--- src/common/sr_params.svh ---
`ifndef SR_PARAMS_SVH
`define SR_PARAMS_SVH

// Colour channels per input pixel
`define SR_IN_CH 3

// Convolution outputs for 3 colours x 4 subpixels
`define SR_OUT_CH 12

`define SR_TAPS 9       // 3x3 kernel
`define SR_SCALE 2
`define SR_SUBPIX 4     // SR_SCALE squared

// Parallel MAC lanes that must divide SR_OUT_CH
`define SR_LANES 4
`define SR_GROUPS 3     // SR_OUT_CH / SR_LANES

// Coefficient memory layout
`define SR_BIAS_BASE 324
`define SR_COEF_DEPTH 336

// Room for 27 signed 17-bit products
`define SR_ACC_W 22

`endif

--- src/common/sr_pixel_pkg.sv ---
`include "sr_params.svh"

package sr_pixel_pkg;

    typedef logic [7:0] chan_t;
    typedef logic [23:0] pixel_t;            // R in [23:16], G, then B
    typedef logic signed [7:0] coef_t;
    typedef logic signed [`SR_ACC_W-1:0] acc_t;

    // Channel 0 is R
    function automatic chan_t chan_of(input pixel_t p, input int ic);
        return p[23-8*ic -: 8];
    endfunction

    // Saturate a biased sum to the 0..255 range
    function automatic chan_t clamp_chan(input logic signed [`SR_ACC_W:0] v);
        if (v < 0) begin
            return '0;
        end
        if (v > 255) begin
            return 8'hff;
        end
        return v[7:0];
    endfunction

endpackage

--- src/common/sr_ctrl_pkg.sv ---
`include "sr_params.svh"

package sr_ctrl_pkg;

    typedef enum logic [1:0] {
        IDLE  = 2'd0,
        RUN   = 2'd1,
        FLUSH = 2'd2
    } seq_state_e;

    typedef logic [$clog2(`SR_COEF_DEPTH)-1:0] coef_addr_t;

    // Weights ordered by output channel, input channel, then tap
    function automatic coef_addr_t weight_addr(input int oc, input int ic, input int tap);
        return coef_addr_t'((oc * `SR_IN_CH + ic) * `SR_TAPS + tap);
    endfunction

    function automatic coef_addr_t bias_addr(input int oc);
        return coef_addr_t'(`SR_BIAS_BASE + oc);
    endfunction

endpackage

--- src/mac_array/mac_sequencer.sv ---
`timescale 1ns/1ps
`include "sr_params.svh"

module mac_sequencer (
    input  logic                                    clk,
    input  logic                                    rst_n,
    input  logic                                    start,
    input  sr_pixel_pkg::pixel_t [8:0]              window,
    input  logic                                    done,
    output logic                                    busy,
    output sr_pixel_pkg::chan_t                     pixel_op,
    output sr_ctrl_pkg::coef_addr_t [`SR_LANES-1:0] rd_addr,
    output logic                                    acc_clear,
    output logic                                    acc_en,
    output logic                                    group_last,
    output logic [1:0]                              group
);

    localparam int LAST_TAP   = `SR_TAPS - 1;
    localparam int LAST_IC    = `SR_IN_CH - 1;
    localparam int LAST_GROUP = `SR_GROUPS - 1;

    sr_ctrl_pkg::seq_state_e state;
    logic [1:0] grp;
    logic [1:0] ic;
    logic [3:0] tap;
    logic       accept;

    assign accept = start && !busy;   // Starts while busy are dropped

    always_ff @(posedge clk or negedge rst_n) begin
        if (!rst_n) begin
            state <= sr_ctrl_pkg::IDLE;
            grp   <= '0;
            ic    <= '0;
            tap   <= '0;
            busy  <= 1'b0;
        end else begin
            // Busy holds until the shuffle stage reports the last subpixel
            if (done) begin
                busy <= 1'b0;
            end else if (accept) begin
                busy <= 1'b1;
            end

            case (state)
                sr_ctrl_pkg::IDLE: begin
                    grp <= '0;
                    ic  <= '0;
                    tap <= '0;
                    if (accept) begin
                        state <= sr_ctrl_pkg::RUN;
                    end
                end
                sr_ctrl_pkg::RUN: begin
                    if (tap == 4'(LAST_TAP)) begin
                        tap <= '0;
                        if (ic == 2'(LAST_IC)) begin
                            ic <= '0;
                            if (grp == 2'(LAST_GROUP)) begin
                                grp   <= '0;
                                state <= sr_ctrl_pkg::FLUSH;
                            end else begin
                                grp <= grp + 2'd1;
                            end
                        end else begin
                            ic <= ic + 2'd1;
                        end
                    end else begin
                        tap <= tap + 4'd1;
                    end
                end
                sr_ctrl_pkg::FLUSH: state <= sr_ctrl_pkg::IDLE;  // Lanes drain the last group
                default: state <= sr_ctrl_pkg::IDLE;
            endcase
        end
    end

    assign acc_en     = (state == sr_ctrl_pkg::RUN);
    assign acc_clear  = acc_en && (ic == '0) && (tap == '0);
    assign group_last = acc_en && (ic == 2'(LAST_IC)) && (tap == 4'(LAST_TAP));
    assign group      = grp;

    assign pixel_op = sr_pixel_pkg::chan_of(window[tap], int'(ic));

    // Lane j works on output channel grp*SR_LANES+j
    always_comb begin
        for (int j = 0; j < `SR_LANES; j++) begin
            rd_addr[j] = sr_ctrl_pkg::weight_addr(int'(grp) * `SR_LANES + j,
                                                  int'(ic), int'(tap));
        end
    end

endmodule

--- config.mk ---
export PLATFORM = sky130hd
export DESIGN_NAME = mac_sequencer
export DESIGN_NICKNAME = d
export VERILOG_FILES = /design/src/common/sr_pixel_pkg.sv /design/src/common/sr_ctrl_pkg.sv /design/src/mac_array/mac_sequencer.sv
export VERILOG_INCLUDE_DIRS = /design/src /design/src/common
export SDC_FILE = /design/constraint.sdc
export NUM_CORES = 1
export LEC_CHECK = 0
export BUFFER_PORTS_ARGS = -buffer_cell sky130_fd_sc_hd__buf_2
export CAP_MARGIN = 10
export CORE_AREA = 2 2 105 107
export CTS_BUF_LIST = sky130_fd_sc_hd__clkbuf_8 sky130_fd_sc_hd__clkbuf_16
export CTS_CLUSTER_DIAMETER = 40
export DETAILED_ROUTE_END_ITERATION = 8
export DIE_AREA = 0 0 107 109
export PLACE_DENSITY = 0.74
export SKIP_LAST_GASP = 1
export SYNTH_ARGS = -nofsm -noshare
export SYNTH_HDL_FRONTEND = slang
export SYNTH_SLANG_ARGS = --single-unit
--- constraint.sdc ---
create_clock -name clk -period 4.3 [get_ports clk]
set_clock_uncertainty 0.2 [all_clocks]
set_input_delay 0.215 -clock clk [delete_from_list [all_inputs] [get_ports clk]]
set_output_delay 0.215 -clock clk [all_outputs]
set_load 0.01 [all_outputs]
==> impl_metrics.env, run 1 <==
export IMPL_clk_insertion_delay_late_ns=0.24
export IMPL_htreeDepth=1
export IMPL_power_density_mw_per_mm2=868
export IMPL_max_freq_mhz=247
export IMPL_die_area_sq_mm=0.0117
export IMPL_grt_pass1_vias=4547
export IMPL_global_route_usage_met3_pct=5.38
export IMPL_synth_distinct_cells=47
export IMPL_fin_crit_ns=4.04
export IMPL_synthDominantAreaCellType="sky130_fd_sc_hd__ha_1"
export IMPL_nets=1016
export IMPL_root_buffer="sky130_fd_sc_hd__clkbuf_8"
export IMPL_synth_area_per_cell_sq_um=9.67
export IMPL_drt_first_iter_violations=317
export IMPL_post_synth_main_area_contributors="sky130_fd_sc_hd__ha_1 (22%), sky130_fd_sc_hd__mux4_1 (11%), sky130_fd_sc_hd__mux2i_1 (7.5%)"
export IMPL_proportion_of_layout_cells_with_a_drive_suffix_above_1_pct=45.5
export IMPL_placed_cells_incl_taps=842
export IMPL_total_length_of_routed_wires_mm=15.9
export IMPL_route_antenna_remaining_nets=0
export IMPL_proportion_of_synthesized_chip_area_in_sequential_cells_pct=6.27
export IMPL_design_area_sq_mm=0.00586
export IMPL_status="finished clean"
export IMPL_worst_r2r_path_depth=5
export IMPL_setup_viol_count_final=0
export IMPL_synth_edff_count=0
export IMPL_worstSetupPathType="flop to primary output"
export IMPL_dp_worst_setup_slack_ns=0.240
export IMPL_timing_final_hold_violations=0
export IMPL_port_buffer_count=269
export IMPL_maxSlewHeadroom_pct=30.8
export IMPL_total_congestion_overflow_after_global_routing=0
export IMPL_fillCellCount=942
export IMPL_critPathRequiredTime_ns=3.88
export IMPL_grt_busiest_layer="met2"
export IMPL_dr_total_vias=4652
export IMPL_layout_common_cells="sky130_fd_sc_hd__buf_2 (269), sky130_fd_sc_hd__ha_1 (76), sky130_fd_sc_hd__a21oi_1 (40), sky130_fd_sc_hd__mux2i_1 (33)"
export IMPL_gp_congestion=0.858
export IMPL_post_route_period_util_pct=94.0
export IMPL_tritoncts="done"
export IMPL_p_comb_share_pct=90.4
export IMPL_start_util_pct=41.4
export IMPL_syn_instance_count=454
export IMPL_drt_pre_antenna_iters=4
export IMPL_globalRouteTotalUtil_pct=25.3
export IMPL_rsz0062_at_grt="no"
export IMPL_layout_core_utilization_pct=55.3
export IMPL_detailedPlacementHpwl_mm=13.4
export IMPL_synth_warning_count=0
export IMPL_timing_worst_slew_pin_value_ns=1.04
export IMPL_die_y_um=109
export IMPL_multi_input_area_sq_mm=0.00385
export IMPL_setup_worst_path_end_class="primary output"
export IMPL_switching_share_of_total_power_pct=53.4
export IMPL_die_width_um=107
export IMPL_fin_tns_setup_ns=0
export IMPL_cts_sink_count=11
export IMPL_clock_path_buffers=2
export IMPL_synth_net_count=757
export IMPL_synth_cell_area_sq_mm=0.00439
export IMPL_wire_per_inst_um=18.6
export IMPL_netlist_area_leader_share_pct=21.9
export IMPL_layout_area_overhead_vs_synth_pct=33.5
export IMPL_internal_power_mw=2.37
export IMPL_p_sw_mw=2.72
export IMPL_yosys_register_bits=11
export IMPL_p_leak_nw=3.13
export IMPL_pwr_share_clk_pct=2.0
export IMPL_synthFlopType="sky130_fd_sc_hd__dfrtp_1"
export IMPL_reg_power_share_pct=7.6
export IMPL_layout_cells_most_common="sky130_fd_sc_hd__buf_2"
export IMPL_r2r_setup_slack_ns=1.95
export IMPL_setup_ws_ns=0.258
export IMPL_met1_usage_pct=34.2
export IMPL_global_route_track_usage_on_met2_pct=43.3
export IMPL_peak_ir_drop_on_the_vdd_network_uv=962
export IMPL_startpoint_type="flop"
export IMPL_core_area_sq_mm=0.0106
export IMPL_remaining_drc_errors=0
export IMPL_grt_first_pass_wirelength_mm=23.2
export IMPL_detailed_place_area_sq_mm=0.00573
export IMPL_hp_class="input port to asynchronous set/reset pin"
export IMPL_async_reset_ff_share_pct=100
export IMPL_grt_max_degree=65
export IMPL_clkSlewWorstSetupHoldPaths_ns=0.05
export IMPL_floorplan_rows=38
export IMPL_crit_fanout=7
export IMPL_io_pins=270
export IMPL_vias_per_cell=5.46
export IMPL_regArea_sq_um=284
export IMPL_antenna_cells_inserted=0
export IMPL_clock_buffer_count_from_cts=3
export IMPL_max_cap_viol_count=0
export IMPL_final_max_slew_violation_count=0
export IMPL_critical_path_arrival_ns=3.63
export IMPL_final_instance_count_excl_fill=852
export IMPL_grt_antenna_before_repair=0
-- timing repair --
action / in CTS / in global routing
endpoints found under the setup margin: 1 / 7
buffers inserted: 0 / 3
hold buffers: 3 / 0
gates resized for setup: 1 / 6
endpoints found under the hold margin: 12 / 0
-- layout make-up --
type	count	area share (%)
well taps	140	2.99
multi-input cells	400	65.8
flip-flops and latches	11	4.85
inverters	17	1.09
clock inverters	1	0.0641
clock buffers	3	0.705
repair buffers	280	24.5
-- metal layers --
layer  wire, um  vias to the layer above
met1       6860                     2182
met5          0                        -
met2       7720                      196
li1           -                     2267
met3       1240                        7
met4         54                        0
-- metrics by stage --
step                hold slack, ns  total power, mW
floorplan                   -0.281             3.64
global placement            -0.101             4.81
detailed placement         -0.0976             4.95
CTS                          0.174             5.08
global route                 0.199             5.59
finish                       0.175             5.08
-- synthesized netlist by cell type, drive strengths merged, types with 8 or more instances --
| master | n |
|---|---|
| ha | 77 |
| a21oi | 40 |
| mux2i | 33 |
| mux4 | 32 |
| nand2 | 27 |
| nor2 | 27 |
| o21ai | 25 |
| buf | 21 |
| xnor2 | 21 |
| inv | 17 |
| a21o | 11 |
| dfrtp | 11 |
| nand3b | 9 |
| xor2 | 9 |
| a221oi | 8 |
| a22oi | 8 |
| a31o | 8 |
| o22a | 8 |
| or3 | 8 |
-- kinds of logic (layout without fill, tap and decap cells) --
group	count (synthesis)	count (layout)	share of synthesized area, %
AO/OA/AOI/OAI	128	128	20.2
AND/OR/NAND/NOR	94	94	10.8
adder cells (fa/ha/maj)	83	83	24.7
multiplexers	65	65	25.6
buffers and inverters	43	301	6.50
XOR/XNOR	30	30	5.98
flip-flops	11	11	6.27
-- flip-flops by register name (all words and copies together) (netlist names) --
register,cells
busy,1
group,2
ic,2
state,2
tap,4
-- path summary, 6_finish.rpt --
kind,endpoint,startpoint
worst max-delay path,rd_addr[25],group[1]
worst min-delay path,busy,rst_n
worst max register to register,group[1],tap[0]
worst min register to register,ic[1],ic[1]
max in group asynchronous,tap[0],rst_n
min in group clk,state[0],start
-- critical path: stages (launching register included) --
cell and delay [ns]:
sky130_fd_sc_hd__dfrtp_2 0.45, sky130_fd_sc_hd__inv_1 0.15, sky130_fd_sc_hd__ha_2 0.35, sky130_fd_sc_hd__xor2_2 0.26, sky130_fd_sc_hd__xor2_1 0.27, sky130_fd_sc_hd__ha_1 0.29
sky130_fd_sc_hd__ha_1 0.27, sky130_fd_sc_hd__ha_1 0.33, sky130_fd_sc_hd__a21o_1 0.19, sky130_fd_sc_hd__a21oi_1 0.25, sky130_fd_sc_hd__o21bai_1 0.09, sky130_fd_sc_hd__a21oi_1 0.18
sky130_fd_sc_hd__xnor2_1 0.13, sky130_fd_sc_hd__buf_2 0.15
-- power by group through the flow --
stage / clock (mW) / sequential [mW] / combinational, mW
floorplan: 0 / 0.196 / 3.45
global placement: 0 / 0.387 / 4.43
detailed placement: 0 / 0.398 / 4.55
CTS: 0.107 / 0.396 / 4.58
global route: 0.112 / 0.414 / 5.07
finish: 0.104 / 0.384 / 4.59
No activity file was read; power rests on OpenSTA's default activity.
==> run 2: changes to the inputs <==
--- a/config.mk
+++ b/config.mk
@@ -13,7 +13,7 @@
 export CTS_CLUSTER_DIAMETER = 40
 export DETAILED_ROUTE_END_ITERATION = 8
 export DIE_AREA = 0 0 107 109
-export PLACE_DENSITY = 0.74
+export PLACE_DENSITY = 0.78
 export SKIP_LAST_GASP = 1
 export SYNTH_ARGS = -nofsm -noshare
 export SYNTH_HDL_FRONTEND = slang
==> run 2 against run 1 <==
Final cell count fell by 0.23%. Worst setup slack worse by 0.032 ns. Critical path type unchanged. Final area is 0.60% lower.
==> impl_metrics.env, run 2 (same netlist as run 1, synthesis figures left out) <==
export IMPL_clk_insertion_delay_late_ns=0.24
export IMPL_max_cap_viol_count=0
export IMPL_gp_congestion=0.885
export IMPL_number_of_flip_flops_in_the_largest_register=4
export IMPL_antenna_cells_inserted=0
export IMPL_startpoint_of_the_worst_slack_reg_to_reg_timing_path="tap[1]"
export IMPL_hp_class="input port to flop"
export IMPL_floorplan_rows=38
export IMPL_endpoint_with_the_worst_hold_slack="busy"
export IMPL_root_buffer="sky130_fd_sc_hd__clkbuf_8"
export IMPL_timing_rr_end="ic[0]"
export IMPL_setup_worst_path_end_class="primary output"
export IMPL_power_density_mw_per_mm2=877
export IMPL_whs_path_depth=3
export IMPL_grt_first_pass_wirelength_mm=23.5
export IMPL_critical_path_most_common_cell="sky130_fd_sc_hd__ha_1"
export IMPL_setup_viol_count_final=0
export IMPL_drt_first_iter_violations=192
export IMPL_fin_tns_setup_ns=0
export IMPL_crit_path_top_delay_cell="sky130_fd_sc_hd__ha_1"
export IMPL_post_route_period_util_pct=94.7
export IMPL_final_instance_count_excl_fill=850
export IMPL_final_max_slew_violation_count=0
export IMPL_path_buf_inv=2
export IMPL_critical_path_arrival_ns=3.66
export IMPL_total_congestion_overflow_after_global_routing=0
export IMPL_layout_common_cells="sky130_fd_sc_hd__buf_2 (269), sky130_fd_sc_hd__ha_1 (77), sky130_fd_sc_hd__a21oi_1 (40), sky130_fd_sc_hd__mux2i_1 (33)"
export IMPL_largest_register="tap"
export IMPL_wire_per_inst_um=19.0
export IMPL_die_width_um=107
export IMPL_layout_area_overhead_vs_synth_pct=32.7
export IMPL_rsz0062_at_grt="yes"
export IMPL_port_buffer_count=269
export IMPL_status="finished clean"
export IMPL_worst_r2r_path_depth=6
export IMPL_timing_worst_slew_pin_value_ns=0.972
export IMPL_core_area_sq_mm=0.0106
export IMPL_drt_pre_antenna_iters=5
export IMPL_critical_path_top_delay_family="adder cells"
export IMPL_layout_cells_most_common="sky130_fd_sc_hd__buf_2"
export IMPL_cts_sink_count=11
export IMPL_clkSlewWorstSetupHoldPaths_ns=0.05
export IMPL_nets=1014
export IMPL_min_delay_src="start"
export IMPL_worstSetupPathType="flop to primary output"
export IMPL_p_leak_nw=3.11
export IMPL_grt_pass1_vias=4687
export IMPL_clock_buffer_count_from_cts=3
export IMPL_clock_path_buffers=2
export IMPL_proportion_of_layout_cells_with_a_drive_suffix_above_1_pct=45.1
export IMPL_r2r_setup_slack_ns=1.86
export IMPL_crit_fanout=7
export IMPL_fillCellCount=956
export IMPL_peak_ir_drop_on_the_vdd_network_uv=553
export IMPL_fin_crit_ns=4.07
export IMPL_htreeDepth=1
export IMPL_worstPathCellList="inv_1 -> ha_1 -> xor2_2 -> xor2_1 -> ha_1 -> ha_1 -> ha_1 -> nor2b_1 -> o31a_1 -> o41ai_1 -> xnor2_1 -> buf_2"
export IMPL_maxSlewHeadroom_pct=35.2
export IMPL_startpoint_type="flop"
export IMPL_start_util_pct=41.4
export IMPL_max_freq_mhz=245
export IMPL_critPathRequiredTime_ns=3.88
export IMPL_timing_final_hold_violations=0
export IMPL_grt_max_degree=65
export IMPL_total_length_of_routed_wires_mm=16.1
export IMPL_remaining_drc_errors=0
export IMPL_vias_per_cell=5.57
export IMPL_placed_cells_incl_taps=844
export IMPL_die_y_um=109
export IMPL_die_area_sq_mm=0.0117
export IMPL_tritoncts="done"
export IMPL_io_pins=270
export IMPL_post_cts_buffers=0
export IMPL_globalRouteTotalUtil_pct=25.9
export IMPL_grt_antenna_before_repair=2
export IMPL_dr_total_vias=4737
export IMPL_crit_path_max_incr_delay_ns=0.45
export IMPL_detailedPlacementHpwl_mm=13.8
export IMPL_route_antenna_remaining_nets=0
-- run 2: cell type report --
cell class	count	area, sq um	share of cell area, %
Tap cell	140	175	3.01
Sequential cell	11	284	4.88
Timing Repair Buffer	278	1420	24.4
Clock inverter	1	3.75	0.0644
Inverter	17	63.8	1.10
Clock buffer	3	41.3	0.709
Multi-Input combinational cell	400	3840	65.9
-- run 2: tightest hold or removal path: cells and delay by family --
kind | cells | cell delay (ns)
buffers and inverters | 1 | 0.08
AND/OR/NAND/NOR | 2 | 0.11
-- run 2: timing repair --
action | CTS | global route
resized for setup | 0 | 4
hold buffers | 2 | 0
hold endpoints to repair | 12 | 0
setup endpoints to repair | 0 | 7
-- run 2: power by group --
part	switching, mW	total [mW]	leakage, nW	internal [mW]
logic	2.45	4.62	2.95	2.17
registers	0.258	0.394	0.131	0.136
clock network	0.0383	0.101	0.0269	0.0626
total	2.75	5.11	3.11	2.36
-- run 2: how the worst max path moves through the flow --
stage / from / cells past startpoint / to
detailed placement: ic[1] / 12 / rd_addr[17]
global route: ic[1] / 12 / rd_addr[17]
floorplan: group[0] / 11 / rd_addr[26]
CTS: ic[1] / 12 / rd_addr[17]
global placement: ic[1] / 13 / rd_addr[16]
finish: group[1] / 12 / rd_addr[26]
-- run 2: per-stage QoR --
step                      util [%]  hold slack [ns]  setup slack, ns  total power [mW]  instance area [sq um]
after floorplan                  -           -0.281            0.524              3.64                   4390
after CTS                     54.8          0.00351           0.0738              5.11                   5810
after detailed placement      54.2           -0.100            0.342              4.99                   5750
final                         54.9           0.0113            0.226              5.11                   5820
after global routing          54.9           0.0163          -0.0334              5.61                   5820
after global placement        54.2           -0.104            0.479              4.84                   5750
-- run 2: routing by layer --
layer / vias up / routed length [um] / GRT usage, % / share of wire [%]
li1: 2266 / - / - / -
met1: 2229 / 6800 / 33.3 / 42
met2: 221 / 7850 / 45.8 / 49
met3: 17 / 1260 / 5.26 / 7.8
met4: 4 / 184 / 3.90 / 1.1
met5: - / 24 / 0 / 0.15
