**src/common/sr_params.svh**
```systemverilog
`ifndef SR_PARAMS_SVH
`define SR_PARAMS_SVH

// Colour channels per input pixel
`define SR_IN_CH 3

// Convolution outputs for 3 colours x 4 subpixels
`define SR_OUT_CH 12

`define SR_TAPS 9       // 3x3 kernel
`define SR_SCALE 2
`define SR_SUBPIX 4     // SR_SCALE squared

// Parallel MAC lanes that must divide SR_OUT_CH
`define SR_LANES 4
`define SR_GROUPS 3     // SR_OUT_CH / SR_LANES

// Coefficient memory layout
`define SR_BIAS_BASE 324
`define SR_COEF_DEPTH 336

// Room for 27 signed 17-bit products
`define SR_ACC_W 22

`endif

```
**src/common/sr_pixel_pkg.sv**
```systemverilog
`include "sr_params.svh"

package sr_pixel_pkg;

    typedef logic [7:0] chan_t;
    typedef logic [23:0] pixel_t;            // R in [23:16], G, then B
    typedef logic signed [7:0] coef_t;
    typedef logic signed [`SR_ACC_W-1:0] acc_t;

    // Channel 0 is R
    function automatic chan_t chan_of(input pixel_t p, input int ic);
        return p[23-8*ic -: 8];
    endfunction

    // Saturate a biased sum to the 0..255 range
    function automatic chan_t clamp_chan(input logic signed [`SR_ACC_W:0] v);
        if (v < 0) begin
            return '0;
        end
        if (v > 255) begin
            return 8'hff;
        end
        return v[7:0];
    endfunction

endpackage

```
**src/design/shuffle_out.sv**
```systemverilog
`timescale 1ns/1ps
`include "sr_params.svh"

module shuffle_out (
    input  logic                                 clk,
    input  logic                                 rst_n,
    input  sr_pixel_pkg::acc_t [`SR_LANES-1:0]   acc,
    input  logic [`SR_LANES-1:0]                 acc_valid,
    input  logic [1:0]                           group,
    input  sr_pixel_pkg::coef_t [`SR_OUT_CH-1:0] bias,
    output logic                                 sub_valid,
    output sr_pixel_pkg::pixel_t                 sub_pixel,
    output logic [1:0]                           sub_index,
    output logic                                 done
);

    localparam int LAST_GROUP = `SR_GROUPS - 1;

    sr_pixel_pkg::chan_t chan [`SR_OUT_CH];
    logic signed [`SR_ACC_W:0] biased [`SR_LANES];
    logic [1:0] group_q;       // Lags by one to line up with acc_valid
    logic       emit_active;
    logic [1:0] emit_idx;

    always_ff @(posedge clk or negedge rst_n) begin
        if (!rst_n) begin
            group_q <= '0;
        end else begin
            group_q <= group;
        end
    end

    always_comb begin
        for (int j = 0; j < `SR_LANES; j++) begin
            biased[j] = $signed(acc[j])
                      + $signed(bias[int'(group_q) * `SR_LANES + j]);
        end
    end

    // Lane j of group g fills channel g*SR_LANES+j
    always_ff @(posedge clk or negedge rst_n) begin
        if (!rst_n) begin
            for (int oc = 0; oc < `SR_OUT_CH; oc++) begin
                chan[oc] <= '0;
            end
        end else begin
            for (int j = 0; j < `SR_LANES; j++) begin
                if (acc_valid[j]) begin
                    chan[int'(group_q) * `SR_LANES + j] <=
                        sr_pixel_pkg::clamp_chan(biased[j]);
                end
            end
        end
    end

    always_ff @(posedge clk or negedge rst_n) begin
        if (!rst_n) begin
            emit_active <= 1'b0;
            emit_idx    <= '0;
        end else if (acc_valid[0] && (group_q == 2'(LAST_GROUP))) begin
            emit_active <= 1'b1;    // All 12 channels now captured
            emit_idx    <= '0;
        end else if (emit_active) begin
            emit_idx <= emit_idx + 2'd1;
            if (emit_idx == 2'(`SR_SUBPIX - 1)) begin
                emit_active <= 1'b0;
            end
        end
    end

    // Channel c*4+s is colour c of subpixel s
    assign sub_pixel = {chan[0 * `SR_SUBPIX + int'(emit_idx)],
                        chan[1 * `SR_SUBPIX + int'(emit_idx)],
                        chan[2 * `SR_SUBPIX + int'(emit_idx)]};
    assign sub_valid = emit_active;
    assign sub_index = emit_idx;
    assign done      = emit_active && (emit_idx == 2'(`SR_SUBPIX - 1));

endmodule

```
**config.mk**
```make
export PLATFORM = sky130hd
export DESIGN_NAME = shuffle_out
export DESIGN_NICKNAME = d
export VERILOG_FILES = /design/src/common/sr_pixel_pkg.sv /design/src/design/shuffle_out.sv
export VERILOG_INCLUDE_DIRS = /design/src /design/src/common
export SDC_FILE = /design/constraint.sdc
export NUM_CORES = 1
export LEC_CHECK = 0
export BUFFER_PORTS_ARGS = -buffer_cell sky130_fd_sc_hd__buf_2
export CAP_MARGIN = 0
export CORE_AREA = 2 2 169 212
export CTS_CLUSTER_DIAMETER = 50
export DETAILED_ROUTE_END_ITERATION = 16
export DIE_AREA = 0 0 171 214
export GPL_TIMING_DRIVEN = 0
export PLACE_DENSITY_LB_ADDON = 0.2
export SYNTH_ARGS = -nofsm -noshare
export SYNTH_HDL_FRONTEND = slang
export SYNTH_SLANG_ARGS = --single-unit
```
**constraint.sdc**
```tcl
create_clock -name clk -period 5.61 [get_ports clk]
set_clock_uncertainty 0.05 [all_clocks]
set_input_delay 1.122 -clock clk [delete_from_list [all_inputs] [get_ports clk]]
set_output_delay 1.122 -clock clk [all_outputs]
set_load 0.02 [all_outputs]
```
==> metrics.txt, run 1 <==
# TYPE chip_impl_metric gauge
chip_impl_metric{name="share_comb_of_total_power",unit="%"} 54.9
chip_impl_info{name="yosys.area.top_type",value="sky130_fd_sc_hd__dfrtp_1"} 1
chip_impl_metric{name="power.clock.fraction",unit="%"} 16.3
chip_impl_metric{name="stdcell_count",unit=""} 2055
chip_impl_metric{name="layout_overhead_on_the_synthesized_area",unit="%"} 18.9
chip_impl_metric{name="grt_overflow_total",unit=""} 0
chip_impl_metric{name="finish.net_count",unit=""} 1867
chip_impl_metric{name="max-cap-violations",unit=""} 0
chip_impl_info{name="outcome",value="completed"} 1
chip_impl_metric{name="antenna-diode-count",unit=""} 0
chip_impl_metric{name="synth.net_count",unit=""} 1633
chip_impl_info{name="cpLargestDelayFamily",value="compound AO/OA/AOI/OAI gates"} 1
chip_impl_metric{name="first_pass_grt_wire_length",unit="mm"} 58.9
chip_impl_metric{name="synth-adder-area-share",unit="%"} 10.9
chip_impl_metric{name="post-route-util",unit="%"} 37.9
chip_impl_metric{name="drt-wirelength-per-cell",unit="µm"} 18.2
chip_impl_metric{name="dp_hpwl",unit="mm"} 30.6
chip_impl_info{name="setup.worst_path.class",value="reg -> reg"} 1
chip_impl_metric{name="cellPowerDensity",unit="mW/mm²"} 284
chip_impl_metric{name="synth-compound-area-share",unit="%"} 29.0
chip_impl_info{name="grt_setup_unrepaired",value="false"} 1
chip_impl_info{name="worstHoldPathType",value="reg -> reg"} 1
chip_impl_metric{name="place.detailed.instances",unit=""} 2040
chip_impl_metric{name="synth.yosys.warnings",unit=""} 0
chip_impl_metric{name="floorplan.rows",unit=""} 76
chip_impl_metric{name="synthDominantCellAreaShare",unit="%"} 23.0
chip_impl_info{name="dominantRegCellSynth",value="sky130_fd_sc_hd__dfrtp_1"} 1
chip_impl_info{name="worst_setup_path_start_kind",value="flip-flop"} 1
chip_impl_metric{name="layout-drive-gt1-share",unit="%"} 21.2
chip_impl_metric{name="detail_route.vias_per_cell",unit=""} 5.50
chip_impl_metric{name="drt_first_pass_iters",unit=""} 5
chip_impl_metric{name="drt_first_iter_violations",unit=""} 774
chip_impl_info{name="final_common_cell",value="sky130_fd_sc_hd__buf_2"} 1
chip_impl_metric{name="yosys_reg_bits",unit=""} 101
chip_impl_metric{name="tritoncts.num_buffers",unit=""} 9
chip_impl_metric{name="timing.critical_path.required",unit="ps"} 5800
chip_impl_metric{name="synth.distinct_cells",unit=""} 82
chip_impl_metric{name="synth_edf_count",unit=""} 0
chip_impl_info{name="root_driver",value="sky130_fd_sc_hd__clkbuf_16"} 1
chip_impl_metric{name="clk_pin_slew",unit="ps"} 80
chip_impl_metric{name="htreeDepth",unit=""} 3
chip_impl_metric{name="synth-simple-area-share",unit="%"} 20.2
chip_impl_metric{name="int_power",unit="W"} 0.00203
chip_impl_metric{name="route.antenna.remaining_nets",unit=""} 0
chip_impl_metric{name="post_cts_hold_buffer_count",unit=""} 0
chip_impl_metric{name="irDropWorstVdd",unit="V"} 0.000172
chip_impl_info{name="critPathSlowestCell",value="sky130_fd_sc_hd__dfrtp_1"} 1
chip_impl_info{name="synth_top_family_by_area",value="compound AO/OA/AOI/OAI gates"} 1
chip_impl_metric{name="floorplan_die_area",unit="mm²"} 0.0366
chip_impl_metric{name="critical_path_arrival",unit="ps"} 5380
chip_impl_metric{name="finalSetupTns",unit="ps"} 0
chip_impl_info{name="crit_path_end_kind",value="flip-flop"} 1
chip_impl_metric{name="p_sw_share",unit="%"} 45.1
chip_impl_metric{name="timing.final.crit_period",unit="ps"} 5190
chip_impl_metric{name="grt_start_max_net_pins",unit=""} 71
chip_impl_metric{name="timing.critical_path.buf_inv",unit=""} 4
chip_impl_metric{name="boundaryPins",unit=""} 220
chip_impl_metric{name="timing_max_transition_violations_final",unit=""} 0
chip_impl_metric{name="die_h",unit="µm"} 214
chip_impl_info{name="tritoncts_clock_tree",value="built"} 1
chip_impl_metric{name="clk-insertion-delay-late",unit="ps"} 350
chip_impl_metric{name="power_switching",unit="W"} 0.00167
chip_impl_metric{name="setup_viol",unit=""} 0
chip_impl_metric{name="min_period_over_period",unit="%"} 92.4
chip_impl_metric{name="synthArstFlopShare",unit="%"} 100
chip_impl_metric{name="fp.dieW",unit="µm"} 171
chip_impl_metric{name="synth-seq-area-share",unit="%"} 23.0
chip_impl_metric{name="route.detailed.drc",unit=""} 0
chip_impl_metric{name="cts_resized",unit=""} 4
chip_impl_metric{name="port-buffer-count",unit=""} 219
chip_impl_metric{name="critical_path.max_stage_delay",unit="ps"} 590
chip_impl_info{name="synth.area.top_cells",value="sky130_fd_sc_hd__dfrtp_1, sky130_fd_sc_hd__ha_1, sky130_fd_sc_hd__o21ai_0"} 1
chip_impl_info{name="most-common-layout-cells",value="sky130_fd_sc_hd__buf_2, sky130_fd_sc_hd__nand2_1, sky130_fd_sc_hd__o21ai_0"} 1
chip_impl_metric{name="grt_util_all_layers",unit="%"} 20.1
chip_impl_metric{name="tritoncts_num_sinks",unit=""} 101
chip_impl_metric{name="floorplan.core_area",unit="mm²"} 0.0344
chip_impl_metric{name="seq_power_share",unit="%"} 28.8
chip_impl_metric{name="first_global_vias",unit=""} 11141
chip_impl_metric{name="post_synth_instance_area",unit="mm²"} 0.0110
chip_impl_metric{name="wire_length_reported_by_the_detailed_router",unit="mm"} 37.4
chip_impl_metric{name="muxShareOfSynthArea",unit="%"} 9.14
chip_impl_metric{name="synth.avg_cell_area",unit="µm²"} 8.14
chip_impl_metric{name="number_of_inserted_filler_cells_in_the_final_layout",unit=""} 3676
chip_impl_metric{name="hold_slack",unit="ps"} 498
chip_impl_metric{name="max_clock_freq",unit="MHz"} 193
chip_impl_metric{name="critical_path.max_fanout",unit=""} 10
chip_impl_metric{name="synthXorXnorAreaFrac",unit="%"} 3.51
chip_impl_metric{name="clock_path_buffers",unit=""} 2
chip_impl_metric{name="routed_vias",unit=""} 11312
chip_impl_metric{name="post-cts-setup-buffer-count",unit=""} 0
chip_impl_info{name="crit_path_cell_trace",value="nor2b_4 > clkbuf_4 > clkbuf_1 > nand2_1 > o21ai_1 > ha_1 > clkbuf_2 > a21o_1 > a311o_1 > a21oi_2 > o21ai_1 > mux2i_1 > or4_4 > nor4_4 > buf_6 > a21oi_2"} 1
chip_impl_metric{name="worstMarginPinSlew",unit="ps"} 909
chip_impl_metric{name="timing_hold_violations_final",unit=""} 0
chip_impl_metric{name="initial_utilization",unit="%"} 31.9
chip_impl_metric{name="synthCells",unit=""} 1348
chip_impl_metric{name="gpl.final_weighted_congestion",unit=""} 0.878
chip_impl_metric{name="antenna_found_initial",unit=""} 1
chip_impl_metric{name="leakage_power_figure",unit="nW"} 5.82
chip_impl_metric{name="slew-limit-headroom",unit="%"} 39.2
## path summary, 6_finish.rpt
kind	cells after the start	slack (ps)	to	startpoint
worst min-delay path	2	500	chan[14]	chan[14]
min in group asynchronous	1	670	chan[8]	rst_n
worst max-delay path	16	420	chan[28]	group_q[1]
worst max register to register	16	420	chan[28]	group_q[1]
worst min register to register	2	500	chan[14]	chan[14]
max in group asynchronous	2	4100	group_q[0]	rst_n
## layer usage
| layer | global-route usage (%) | part of all wire [%] | vias up |
|---|---|---|---|
| met2 | 36.4 | 51 | 308 |
| li1 | - | - | 5623 |
| met5 | 0 | 0.029 | - |
| met3 | 2.14 | 4.8 | 33 |
| met1 | 25.3 | 43 | 5346 |
| met4 | 4.83 | 1.8 | 2 |
## registers in the layout, indices dropped and copies added (netlist names)
name       flops
chan          96
group_q        2
sub_index      2
sub_valid      1
## metrics by stage
stage,total power (W),cell area (µm²),setup WS (ps)
2_1_floorplan,0.00241,11000,703
3_3_place_gp,0.00307,12700,-1100
3_5_place_dp,0.00310,12700,-554
4_1_cts,0.00371,13000,66.2
5_1_grt,0.00394,13000,47.2
6_report,0.00370,13000,424
## worst reg2reg max path: stages, from the launching register on
cell                       delay (ps)
sky130_fd_sc_hd__dfrtp_1          590
sky130_fd_sc_hd__nor2b_4          290
sky130_fd_sc_hd__clkbuf_4         340
sky130_fd_sc_hd__clkbuf_1         390
sky130_fd_sc_hd__nand2_1           90
sky130_fd_sc_hd__o21ai_1          480
sky130_fd_sc_hd__ha_1             370
sky130_fd_sc_hd__clkbuf_2         170
sky130_fd_sc_hd__a21o_1           200
sky130_fd_sc_hd__a311o_1          330
sky130_fd_sc_hd__a21oi_2          220
sky130_fd_sc_hd__o21ai_1          120
sky130_fd_sc_hd__mux2i_1          130
sky130_fd_sc_hd__or4_4            540
sky130_fd_sc_hd__nor4_4           430
sky130_fd_sc_hd__buf_6            240
sky130_fd_sc_hd__a21oi_2           80
## area by class of cell
| type | count | area, µm² | share of cell area, % |
|---|---|---|---|
| timing repair buffer | 224 | 1170 | 8.95 |
| clock buffer | 9 | 225 | 1.73 |
| multi-input combinational | 1144 | 8010 | 61.4 |
| tap | 468 | 586 | 4.49 |
| clock inverter | 7 | 52.6 | 0.403 |
| sequential | 101 | 2530 | 19.4 |
| buffer | 77 | 379 | 2.91 |
| inverter | 25 | 93.8 | 0.720 |
## power groups by stage
stage               Sequential, W  Clock [W]  Combinational [W]
floorplan                0.000982          0            0.00143
global placement          0.00107          0            0.00200
detailed placement        0.00107          0            0.00203
CTS                       0.00106   0.000609            0.00204
global route              0.00107   0.000641            0.00222
finish                    0.00106   0.000604            0.00203
## kinds of logic after synthesis
kind of cell	count (synthesis)
AO/OA/AOI/OAI	494
AND/OR/NAND/NOR	443
multiplexers	70
adder cells (fa/ha/maj)	93
flip-flops	101
buffers and inverters	103
XOR/XNOR	44
## cell usage after synthesis, types with 7 or more instances
| master | n |
|---|---|
| sky130_fd_sc_hd__nand2_1 | 156 |
| sky130_fd_sc_hd__o21ai_0 | 131 |
| sky130_fd_sc_hd__a21oi_1 | 116 |
| sky130_fd_sc_hd__dfrtp_1 | 101 |
| sky130_fd_sc_hd__ha_1 | 89 |
| sky130_fd_sc_hd__nor2_1 | 70 |
| sky130_fd_sc_hd__nor3_1 | 66 |
| sky130_fd_sc_hd__clkbuf_1 | 53 |
| sky130_fd_sc_hd__a22oi_1 | 50 |
| sky130_fd_sc_hd__mux2i_1 | 45 |
| sky130_fd_sc_hd__nand3_1 | 36 |
| sky130_fd_sc_hd__a21o_1 | 31 |
| sky130_fd_sc_hd__inv_1 | 25 |
| sky130_fd_sc_hd__mux4_2 | 24 |
| sky130_fd_sc_hd__xor2_1 | 23 |
| sky130_fd_sc_hd__nor4b_1 | 21 |
| sky130_fd_sc_hd__xnor2_1 | 21 |
| sky130_fd_sc_hd__o211ai_1 | 18 |
| sky130_fd_sc_hd__a211oi_1 | 17 |
| sky130_fd_sc_hd__nor4_1 | 15 |
| sky130_fd_sc_hd__a31oi_1 | 14 |
| sky130_fd_sc_hd__a21oi_2 | 13 |
| sky130_fd_sc_hd__and2_1 | 12 |
| sky130_fd_sc_hd__nand2b_1 | 11 |
| sky130_fd_sc_hd__nand4_1 | 11 |
| sky130_fd_sc_hd__o21ai_1 | 11 |
| sky130_fd_sc_hd__and3_1 | 10 |
| sky130_fd_sc_hd__o21bai_1 | 10 |
| sky130_fd_sc_hd__buf_2 | 9 |
| sky130_fd_sc_hd__nor2b_1 | 8 |
| sky130_fd_sc_hd__o2111ai_1 | 8 |
| sky130_fd_sc_hd__o22ai_1 | 8 |
| sky130_fd_sc_hd__buf_4 | 7 |
| sky130_fd_sc_hd__or3_1 | 7 |
Power figures use the tool's default switching activity.
==> run 2, diff against run 1 <==
--- a/config.mk
+++ b/config.mk
@@ -8,10 +8,12 @@
 export LEC_CHECK = 0
 export BUFFER_PORTS_ARGS = -buffer_cell sky130_fd_sc_hd__buf_2
 export CAP_MARGIN = 0
-export CORE_AREA = 2 2 169 212
+export CELL_PAD_IN_SITES_DETAIL_PLACEMENT = 1
+export CELL_PAD_IN_SITES_GLOBAL_PLACEMENT = 1
+export CORE_AREA = 2 2 148 186
 export CTS_CLUSTER_DIAMETER = 50
 export DETAILED_ROUTE_END_ITERATION = 16
-export DIE_AREA = 0 0 171 214
+export DIE_AREA = 0 0 150 188
 export GPL_TIMING_DRIVEN = 0
 export PLACE_DENSITY_LB_ADDON = 0.2
 export SYNTH_ARGS = -nofsm -noshare
==> metrics.txt, run 2 (synthesized netlist as in run 1, its figures left out) <==
# TYPE chip_impl_metric gauge
chip_impl_info{name="outcome",value="completed"} 1
chip_impl_metric{name="wire_length_reported_by_the_detailed_router",unit="mm"} 39.2
chip_impl_metric{name="timing.final.crit_period",unit="ps"} 5300
chip_impl_metric{name="max_clock_freq",unit="MHz"} 189
chip_impl_metric{name="layout_overhead_on_the_synthesized_area",unit="%"} 17.3
chip_impl_metric{name="irDropWorstVdd",unit="V"} 0.000176
chip_impl_metric{name="port-buffer-count",unit=""} 219
chip_impl_metric{name="critical_path.max_fanout",unit=""} 11
chip_impl_metric{name="setup_viol",unit=""} 0
chip_impl_info{name="register_containing_the_most_flip_flops_in_the_final_layout",value="chan"} 1
chip_impl_metric{name="routed_vias",unit=""} 11631
chip_impl_metric{name="cellPowerDensity",unit="mW/mm²"} 289
chip_impl_metric{name="dp_hpwl",unit="mm"} 32.1
chip_impl_metric{name="drt_first_iter_violations",unit=""} 564
chip_impl_info{name="critPathSlowestCell",value="sky130_fd_sc_hd__nor4_1"} 1
chip_impl_metric{name="die_h",unit="µm"} 188
chip_impl_metric{name="min_period_over_period",unit="%"} 94.5
chip_impl_metric{name="grt_start_max_net_pins",unit=""} 72
chip_impl_metric{name="antenna-diode-count",unit=""} 0
chip_impl_metric{name="floorplan.core_area",unit="mm²"} 0.0265
chip_impl_info{name="setup.worst_path.class",value="reg -> reg"} 1
chip_impl_metric{name="floorplan.rows",unit=""} 67
chip_impl_metric{name="place_worst_setup_slack",unit="ps"} -357
chip_impl_metric{name="post-route-cell-area",unit="mm²"} 0.0129
chip_impl_metric{name="timing.critical_path.buf_inv",unit=""} 6
chip_impl_info{name="worstHoldPathType",value="reg -> reg"} 1
chip_impl_metric{name="gpl.final_weighted_congestion",unit=""} 0.902
chip_impl_info{name="critical_path.most_common_cell",value="sky130_fd_sc_hd__clkbuf_1"} 1
chip_impl_metric{name="finalWorstSetupSlack",unit="ps"} 308
chip_impl_metric{name="clk-insertion-delay-late",unit="ps"} 350
chip_impl_metric{name="tritoncts_num_sinks",unit=""} 101
chip_impl_metric{name="fp.dieW",unit="µm"} 150
chip_impl_metric{name="timing.critical_path.required",unit="ps"} 5760
chip_impl_metric{name="finish.net_count",unit=""} 1868
chip_impl_info{name="cpLargestDelayFamily",value="buffers and inverters"} 1
chip_impl_metric{name="timing_max_transition_violations_final",unit=""} 0
chip_impl_info{name="final_common_cell",value="sky130_fd_sc_hd__buf_2"} 1
chip_impl_metric{name="route.detailed.drc",unit=""} 0
chip_impl_metric{name="finalSetupTns",unit="ps"} 0
chip_impl_metric{name="grt_util_all_layers",unit="%"} 27.6
chip_impl_info{name="crit_path_end_kind",value="flip-flop"} 1
chip_impl_metric{name="clk_pin_slew",unit="ps"} 70
chip_impl_info{name="root_driver",value="sky130_fd_sc_hd__clkbuf_16"} 1
chip_impl_info{name="worst_setup_path_start_kind",value="flip-flop"} 1
chip_impl_metric{name="largest_register_ff_count",unit=""} 96
chip_impl_metric{name="detail_route.vias_per_cell",unit=""} 6.02
chip_impl_info{name="crit_path_cell_trace",value="clkbuf_1 > nor2b_2 > clkbuf_4 > clkbuf_2 > nand2_1 > o21ai_1 > buf_6 > ha_1 > clkbuf_1 > a21o_1 > a21oi_1 > o311a_1 > nor4_1 > o2111ai_2 > buf_2 > nor4b_1 > a22oi_1"} 1
chip_impl_metric{name="critical_path.max_stage_delay",unit="ps"} 440
chip_impl_metric{name="slew-limit-headroom",unit="%"} 39.7
chip_impl_metric{name="timing_hold_violations_final",unit=""} 0
chip_impl_metric{name="max-cap-violations",unit=""} 0
chip_impl_metric{name="leakage_power_figure",unit="nW"} 5.81
chip_impl_metric{name="critical_path_arrival",unit="ps"} 5460
chip_impl_metric{name="post-route-util",unit="%"} 48.6
chip_impl_metric{name="grt_overflow_total",unit=""} 0
chip_impl_metric{name="initial_utilization",unit="%"} 41.4
chip_impl_metric{name="power",unit="W"} 0.00371
chip_impl_metric{name="tritoncts.num_buffers",unit=""} 9
chip_impl_metric{name="first_pass_grt_wire_length",unit="mm"} 63.0
chip_impl_metric{name="boundaryPins",unit=""} 220
chip_impl_metric{name="first_global_vias",unit=""} 12165
chip_impl_metric{name="layout-drive-gt1-share",unit="%"} 21.0
chip_impl_metric{name="floorplan_die_area",unit="mm²"} 0.0282
chip_impl_metric{name="route.antenna.remaining_nets",unit=""} 0
chip_impl_info{name="tritoncts_clock_tree",value="built"} 1
chip_impl_metric{name="worstMarginPinSlew",unit="ps"} 902
chip_impl_info{name="most-common-layout-cells",value="sky130_fd_sc_hd__buf_2, sky130_fd_sc_hd__nand2_1, sky130_fd_sc_hd__o21ai_0"} 1
chip_impl_metric{name="placed_cell_area",unit="mm²"} 0.0126
chip_impl_metric{name="antenna_found_initial",unit=""} 0
chip_impl_metric{name="drt-wirelength-per-cell",unit="µm"} 20.3
chip_impl_metric{name="drt_first_pass_iters",unit=""} 5
chip_impl_metric{name="htreeDepth",unit=""} 3
chip_impl_metric{name="clock_path_buffers",unit=""} 2
## run 2: worst paths after layout
kind / startpoint / to / slack (ps) / cells after the start
setup / recovery: group_q[1] / chan[6] / 310 / 17
max in group asynchronous: rst_n / chan[41] / 4130 / 2
hold / removal: chan[12] / chan[12] / 510 / 2
setup reg to reg: group_q[1] / chan[6] / 310 / 17
hold reg to reg: chan[12] / chan[12] / 510 / 2
min in group asynchronous: rst_n / sub_valid / 660 / 1
## run 2: cell type report
type / count / area [µm²]
sequential: 101 / 2530
timing repair buffer: 224 / 1170
tap: 345 / 432
clock inverter: 6 / 40.0
multi-input combinational: 1144 / 7990
buffer: 78 / 384
inverter: 25 / 93.8
fill: 3357 / 13600
clock buffer: 10 / 229
## run 2: power breakdown
group / switching [W] / leakage, nW / total [W] / internal (W)
registers: 0.000153 / 1.17 / 0.00105 / 0.000897
logic: 0.00124 / 4.52 / 0.00208 / 0.000835
clock network: 0.000284 / 0.120 / 0.000584 / 0.000300
total: 0.00168 / 5.81 / 0.00371 / 0.00203
## run 2: per-stage QoR
step,cells,hold slack (ps)
2_1_floorplan,1348,465
3_3_place_gp,1912,493
3_5_place_dp,1917,503
4_1_cts,1933,511
5_1_grt,1933,547
6_report,1933,507
## run 2: tightest hold or removal path: cells and delay by family (launching register included)
| kind | cells | cell delay (ps) |
|---|---|---|
| flip-flops | 1 | 380 |
| AO/OA/AOI/OAI | 1 | 70 |
| AND/OR/NAND/NOR | 1 | 60 |
## run 2: layer usage
metal	wire, µm	track usage (%)
met5	0	0
met4	1430	10.1
met3	1650	2.53
met2	20300	50.5
met1	15900	33.1
## run 2: what timing repair did
action	CTS	global route
setup buffers	0	0
pin swaps	0	0
endpoints found under the setup margin	80	56
resized for setup	2	11
hold buffers	0	0
==> run 3, diff against run 2 <==
--- a/config.mk
+++ b/config.mk
@@ -8,7 +8,7 @@
 export LEC_CHECK = 0
 export BUFFER_PORTS_ARGS = -buffer_cell sky130_fd_sc_hd__buf_2
 export CAP_MARGIN = 0
-export CELL_PAD_IN_SITES_DETAIL_PLACEMENT = 1
+export CELL_PAD_IN_SITES_DETAIL_PLACEMENT = 0
 export CELL_PAD_IN_SITES_GLOBAL_PLACEMENT = 1
 export CORE_AREA = 2 2 148 186
 export CTS_CLUSTER_DIAMETER = 50
==> metrics.txt, run 3 (synthesized netlist as in run 1, its figures left out) <==
# TYPE chip_impl_metric gauge
chip_impl_metric{name="share_comb_of_total_power",unit="%"} 54.8
chip_impl_metric{name="boundaryPins",unit=""} 220
chip_impl_metric{name="dp_hpwl",unit="mm"} 29.4
chip_impl_metric{name="drt_first_iter_violations",unit=""} 673
chip_impl_metric{name="finish.net_count",unit=""} 1868
chip_impl_metric{name="place_worst_setup_slack",unit="ps"} -278
chip_impl_metric{name="critical_path.max_fanout",unit=""} 11
chip_impl_metric{name="critical_path_arrival",unit="ps"} 5320
chip_impl_metric{name="detail_route.vias_per_cell",unit=""} 5.82
chip_impl_metric{name="antenna_found_initial",unit=""} 0
chip_impl_metric{name="routed_vias",unit=""} 11258
chip_impl_info{name="tritoncts_clock_tree",value="built"} 1
chip_impl_metric{name="timing_max_transition_violations_final",unit=""} 0
chip_impl_info{name="worstHoldPathType",value="reg -> reg"} 1
chip_impl_metric{name="first_global_vias",unit=""} 10997
chip_impl_metric{name="int_power",unit="W"} 0.00207
chip_impl_metric{name="drt-wirelength-per-cell",unit="µm"} 18.7
chip_impl_metric{name="fp.dieW",unit="µm"} 150
chip_impl_metric{name="port-buffer-count",unit=""} 219
chip_impl_metric{name="worstMarginPinSlew",unit="ps"} 836
chip_impl_info{name="cpLargestDelayFamily",value="buffers and inverters"} 1
chip_impl_metric{name="cellPowerDensity",unit="mW/mm²"} 288
chip_impl_metric{name="p_sw_share",unit="%"} 44.1
chip_impl_metric{name="htreeDepth",unit=""} 3
chip_impl_metric{name="irDropWorstVdd",unit="V"} 0.000160
chip_impl_info{name="outcome",value="completed"} 1
chip_impl_metric{name="antenna-diode-count",unit=""} 0
chip_impl_metric{name="clk_pin_slew",unit="ps"} 70
chip_impl_metric{name="max-cap-violations",unit=""} 0
chip_impl_metric{name="power.clock.fraction",unit="%"} 16.9
chip_impl_metric{name="leakage_power_figure",unit="nW"} 5.84
chip_impl_metric{name="largest_register_ff_count",unit=""} 96
chip_impl_metric{name="floorplan.core_area",unit="mm²"} 0.0265
chip_impl_metric{name="first_pass_grt_wire_length",unit="mm"} 56.9
chip_impl_metric{name="finalWorstSetupSlack",unit="ps"} 450
chip_impl_info{name="crit_path_cell_trace",value="clkbuf_1 > nor2b_4 > clkbuf_4 > clkbuf_2 > nand2_1 > o21ai_1 > buf_6 > ha_1 > clkbuf_1 > a21o_1 > a21oi_1 > o311a_1 > nor4_1 > o2111ai_2 > buf_2 > nor4b_1 > a22oi_1"} 1
chip_impl_metric{name="gpl.final_weighted_congestion",unit=""} 0.902
chip_impl_info{name="most-common-layout-cells",value="sky130_fd_sc_hd__buf_2, sky130_fd_sc_hd__nand2_1, sky130_fd_sc_hd__o21ai_0"} 1
chip_impl_metric{name="placed_cell_area",unit="mm²"} 0.0126
chip_impl_metric{name="route.antenna.remaining_nets",unit=""} 0
chip_impl_metric{name="max_clock_freq",unit="MHz"} 194
chip_impl_info{name="grt_setup_unrepaired",value="false"} 1
chip_impl_metric{name="clk-insertion-delay-late",unit="ps"} 350
chip_impl_metric{name="drt_first_pass_iters",unit=""} 5
chip_impl_metric{name="tritoncts.num_buffers",unit=""} 9
chip_impl_metric{name="grt_util_all_layers",unit="%"} 25.2
chip_impl_info{name="setup.worst_path.class",value="reg -> reg"} 1
chip_impl_metric{name="grt_start_max_net_pins",unit=""} 72
chip_impl_metric{name="power_switching",unit="W"} 0.00163
chip_impl_metric{name="layout-drive-gt1-share",unit="%"} 21.0
chip_impl_info{name="critPathSlowestCell",value="sky130_fd_sc_hd__clkbuf_1"} 1
chip_impl_metric{name="timing.critical_path.buf_inv",unit=""} 6
chip_impl_metric{name="floorplan.rows",unit=""} 67
chip_impl_metric{name="critical_path.max_stage_delay",unit="ps"} 600
chip_impl_metric{name="clock_path_buffers",unit=""} 2
chip_impl_metric{name="wire_length_reported_by_the_detailed_router",unit="mm"} 36.1
chip_impl_info{name="root_driver",value="sky130_fd_sc_hd__clkbuf_16"} 1
chip_impl_metric{name="min_period_over_period",unit="%"} 92.0
chip_impl_metric{name="timing_hold_violations_final",unit=""} 0
chip_impl_metric{name="seq_power_share",unit="%"} 28.2
chip_impl_metric{name="post-route-cell-area",unit="mm²"} 0.0129
chip_impl_info{name="register_containing_the_most_flip_flops_in_the_final_layout",value="chan"} 1
chip_impl_metric{name="floorplan_die_area",unit="mm²"} 0.0282
chip_impl_info{name="crit_path_end_kind",value="flip-flop"} 1
chip_impl_metric{name="grt_overflow_total",unit=""} 0
chip_impl_metric{name="initial_utilization",unit="%"} 41.4
chip_impl_metric{name="slew-limit-headroom",unit="%"} 44.3
chip_impl_metric{name="route.detailed.drc",unit=""} 0
chip_impl_info{name="critical_path.most_common_cell",value="sky130_fd_sc_hd__clkbuf_1"} 1
chip_impl_metric{name="tritoncts_num_sinks",unit=""} 101
chip_impl_metric{name="layout_overhead_on_the_synthesized_area",unit="%"} 17.5
chip_impl_metric{name="timing.final.crit_period",unit="ps"} 5160
chip_impl_metric{name="timing.critical_path.required",unit="ps"} 5770
chip_impl_metric{name="die_h",unit="µm"} 188
chip_impl_metric{name="post_cts_hold_buffer_count",unit=""} 0
chip_impl_info{name="worst_setup_path_start_kind",value="flip-flop"} 1
chip_impl_metric{name="setup_viol",unit=""} 0
chip_impl_info{name="final_common_cell",value="sky130_fd_sc_hd__buf_2"} 1
## run 3: through the flow
step	utilization (%)	hold WS (ps)	setup TNS [ps]	std cells	total power [W]
after floorplan	-	465	0	1348	0.00241
after global placement	47.2	493	-66950	1912	0.00305
after detailed placement	47.5	495	-8980	1917	0.00308
after CTS	48.6	504	0	1933	0.00371
after global routing	48.7	541	0	1933	0.00395
final	48.7	500	0	1933	0.00371
## run 3: cell type report
class | count | area, µm²
buffer | 78 | 383
timing repair buffer | 224 | 1170
tap | 345 | 432
multi-input combinational | 1144 | 8000
clock buffer | 9 | 225
fill | 2726 | 13600
sequential | 101 | 2530
inverter | 25 | 93.8
clock inverter | 7 | 66.3
## run 3: worst paths after layout
path	from	to	slack [ps]	depth (start not counted)
max in group asynchronous	rst_n	group_q[0]	4130	2
hold reg to reg	chan[45]	chan[45]	500	2
min in group asynchronous	rst_n	chan[8]	660	1
setup / recovery	group_q[1]	chan[6]	450	17
setup reg to reg	group_q[1]	chan[6]	450	17
hold / removal	chan[45]	chan[45]	500	2
## run 3: tightest hold or removal path, delay by kind of cell (launching register included)
| kind | cells | cell delay [ps] |
|---|---|---|
| DFF | 1 | 380 |
| AOI/OAI and AO/OA | 1 | 70 |
| and+or+nand+nor | 1 | 60 |
## run 3: timing repair
item / 4_1_cts / 5_1_grt
resized for setup: 1 / 11
cloned: 0 / 0
endpoints found under the setup margin: 69 / 72
setup buffers: 0 / 0
## run 3: power groups by stage
stage	clock network, W	logic, W	registers [W]
floorplan	0	0.00143	0.000982
global placement	0	0.00200	0.00105
detailed placement	0	0.00203	0.00105
CTS	0.000633	0.00204	0.00104
global route	0.000661	0.00223	0.00106
finish	0.000628	0.00203	0.00105
## run 3: metal layers
| metal | up-vias | track usage, % | part of all wire [%] |
|---|---|---|---|
| li1 | 5603 | - | - |
| met1 | 5280 | 31.6 | 42 |
| met2 | 320 | 44.7 | 51 |
| met3 | 55 | 2.17 | 4.3 |
| met4 | 0 | 9.03 | 3.2 |
| met5 | - | 0 | 0 |
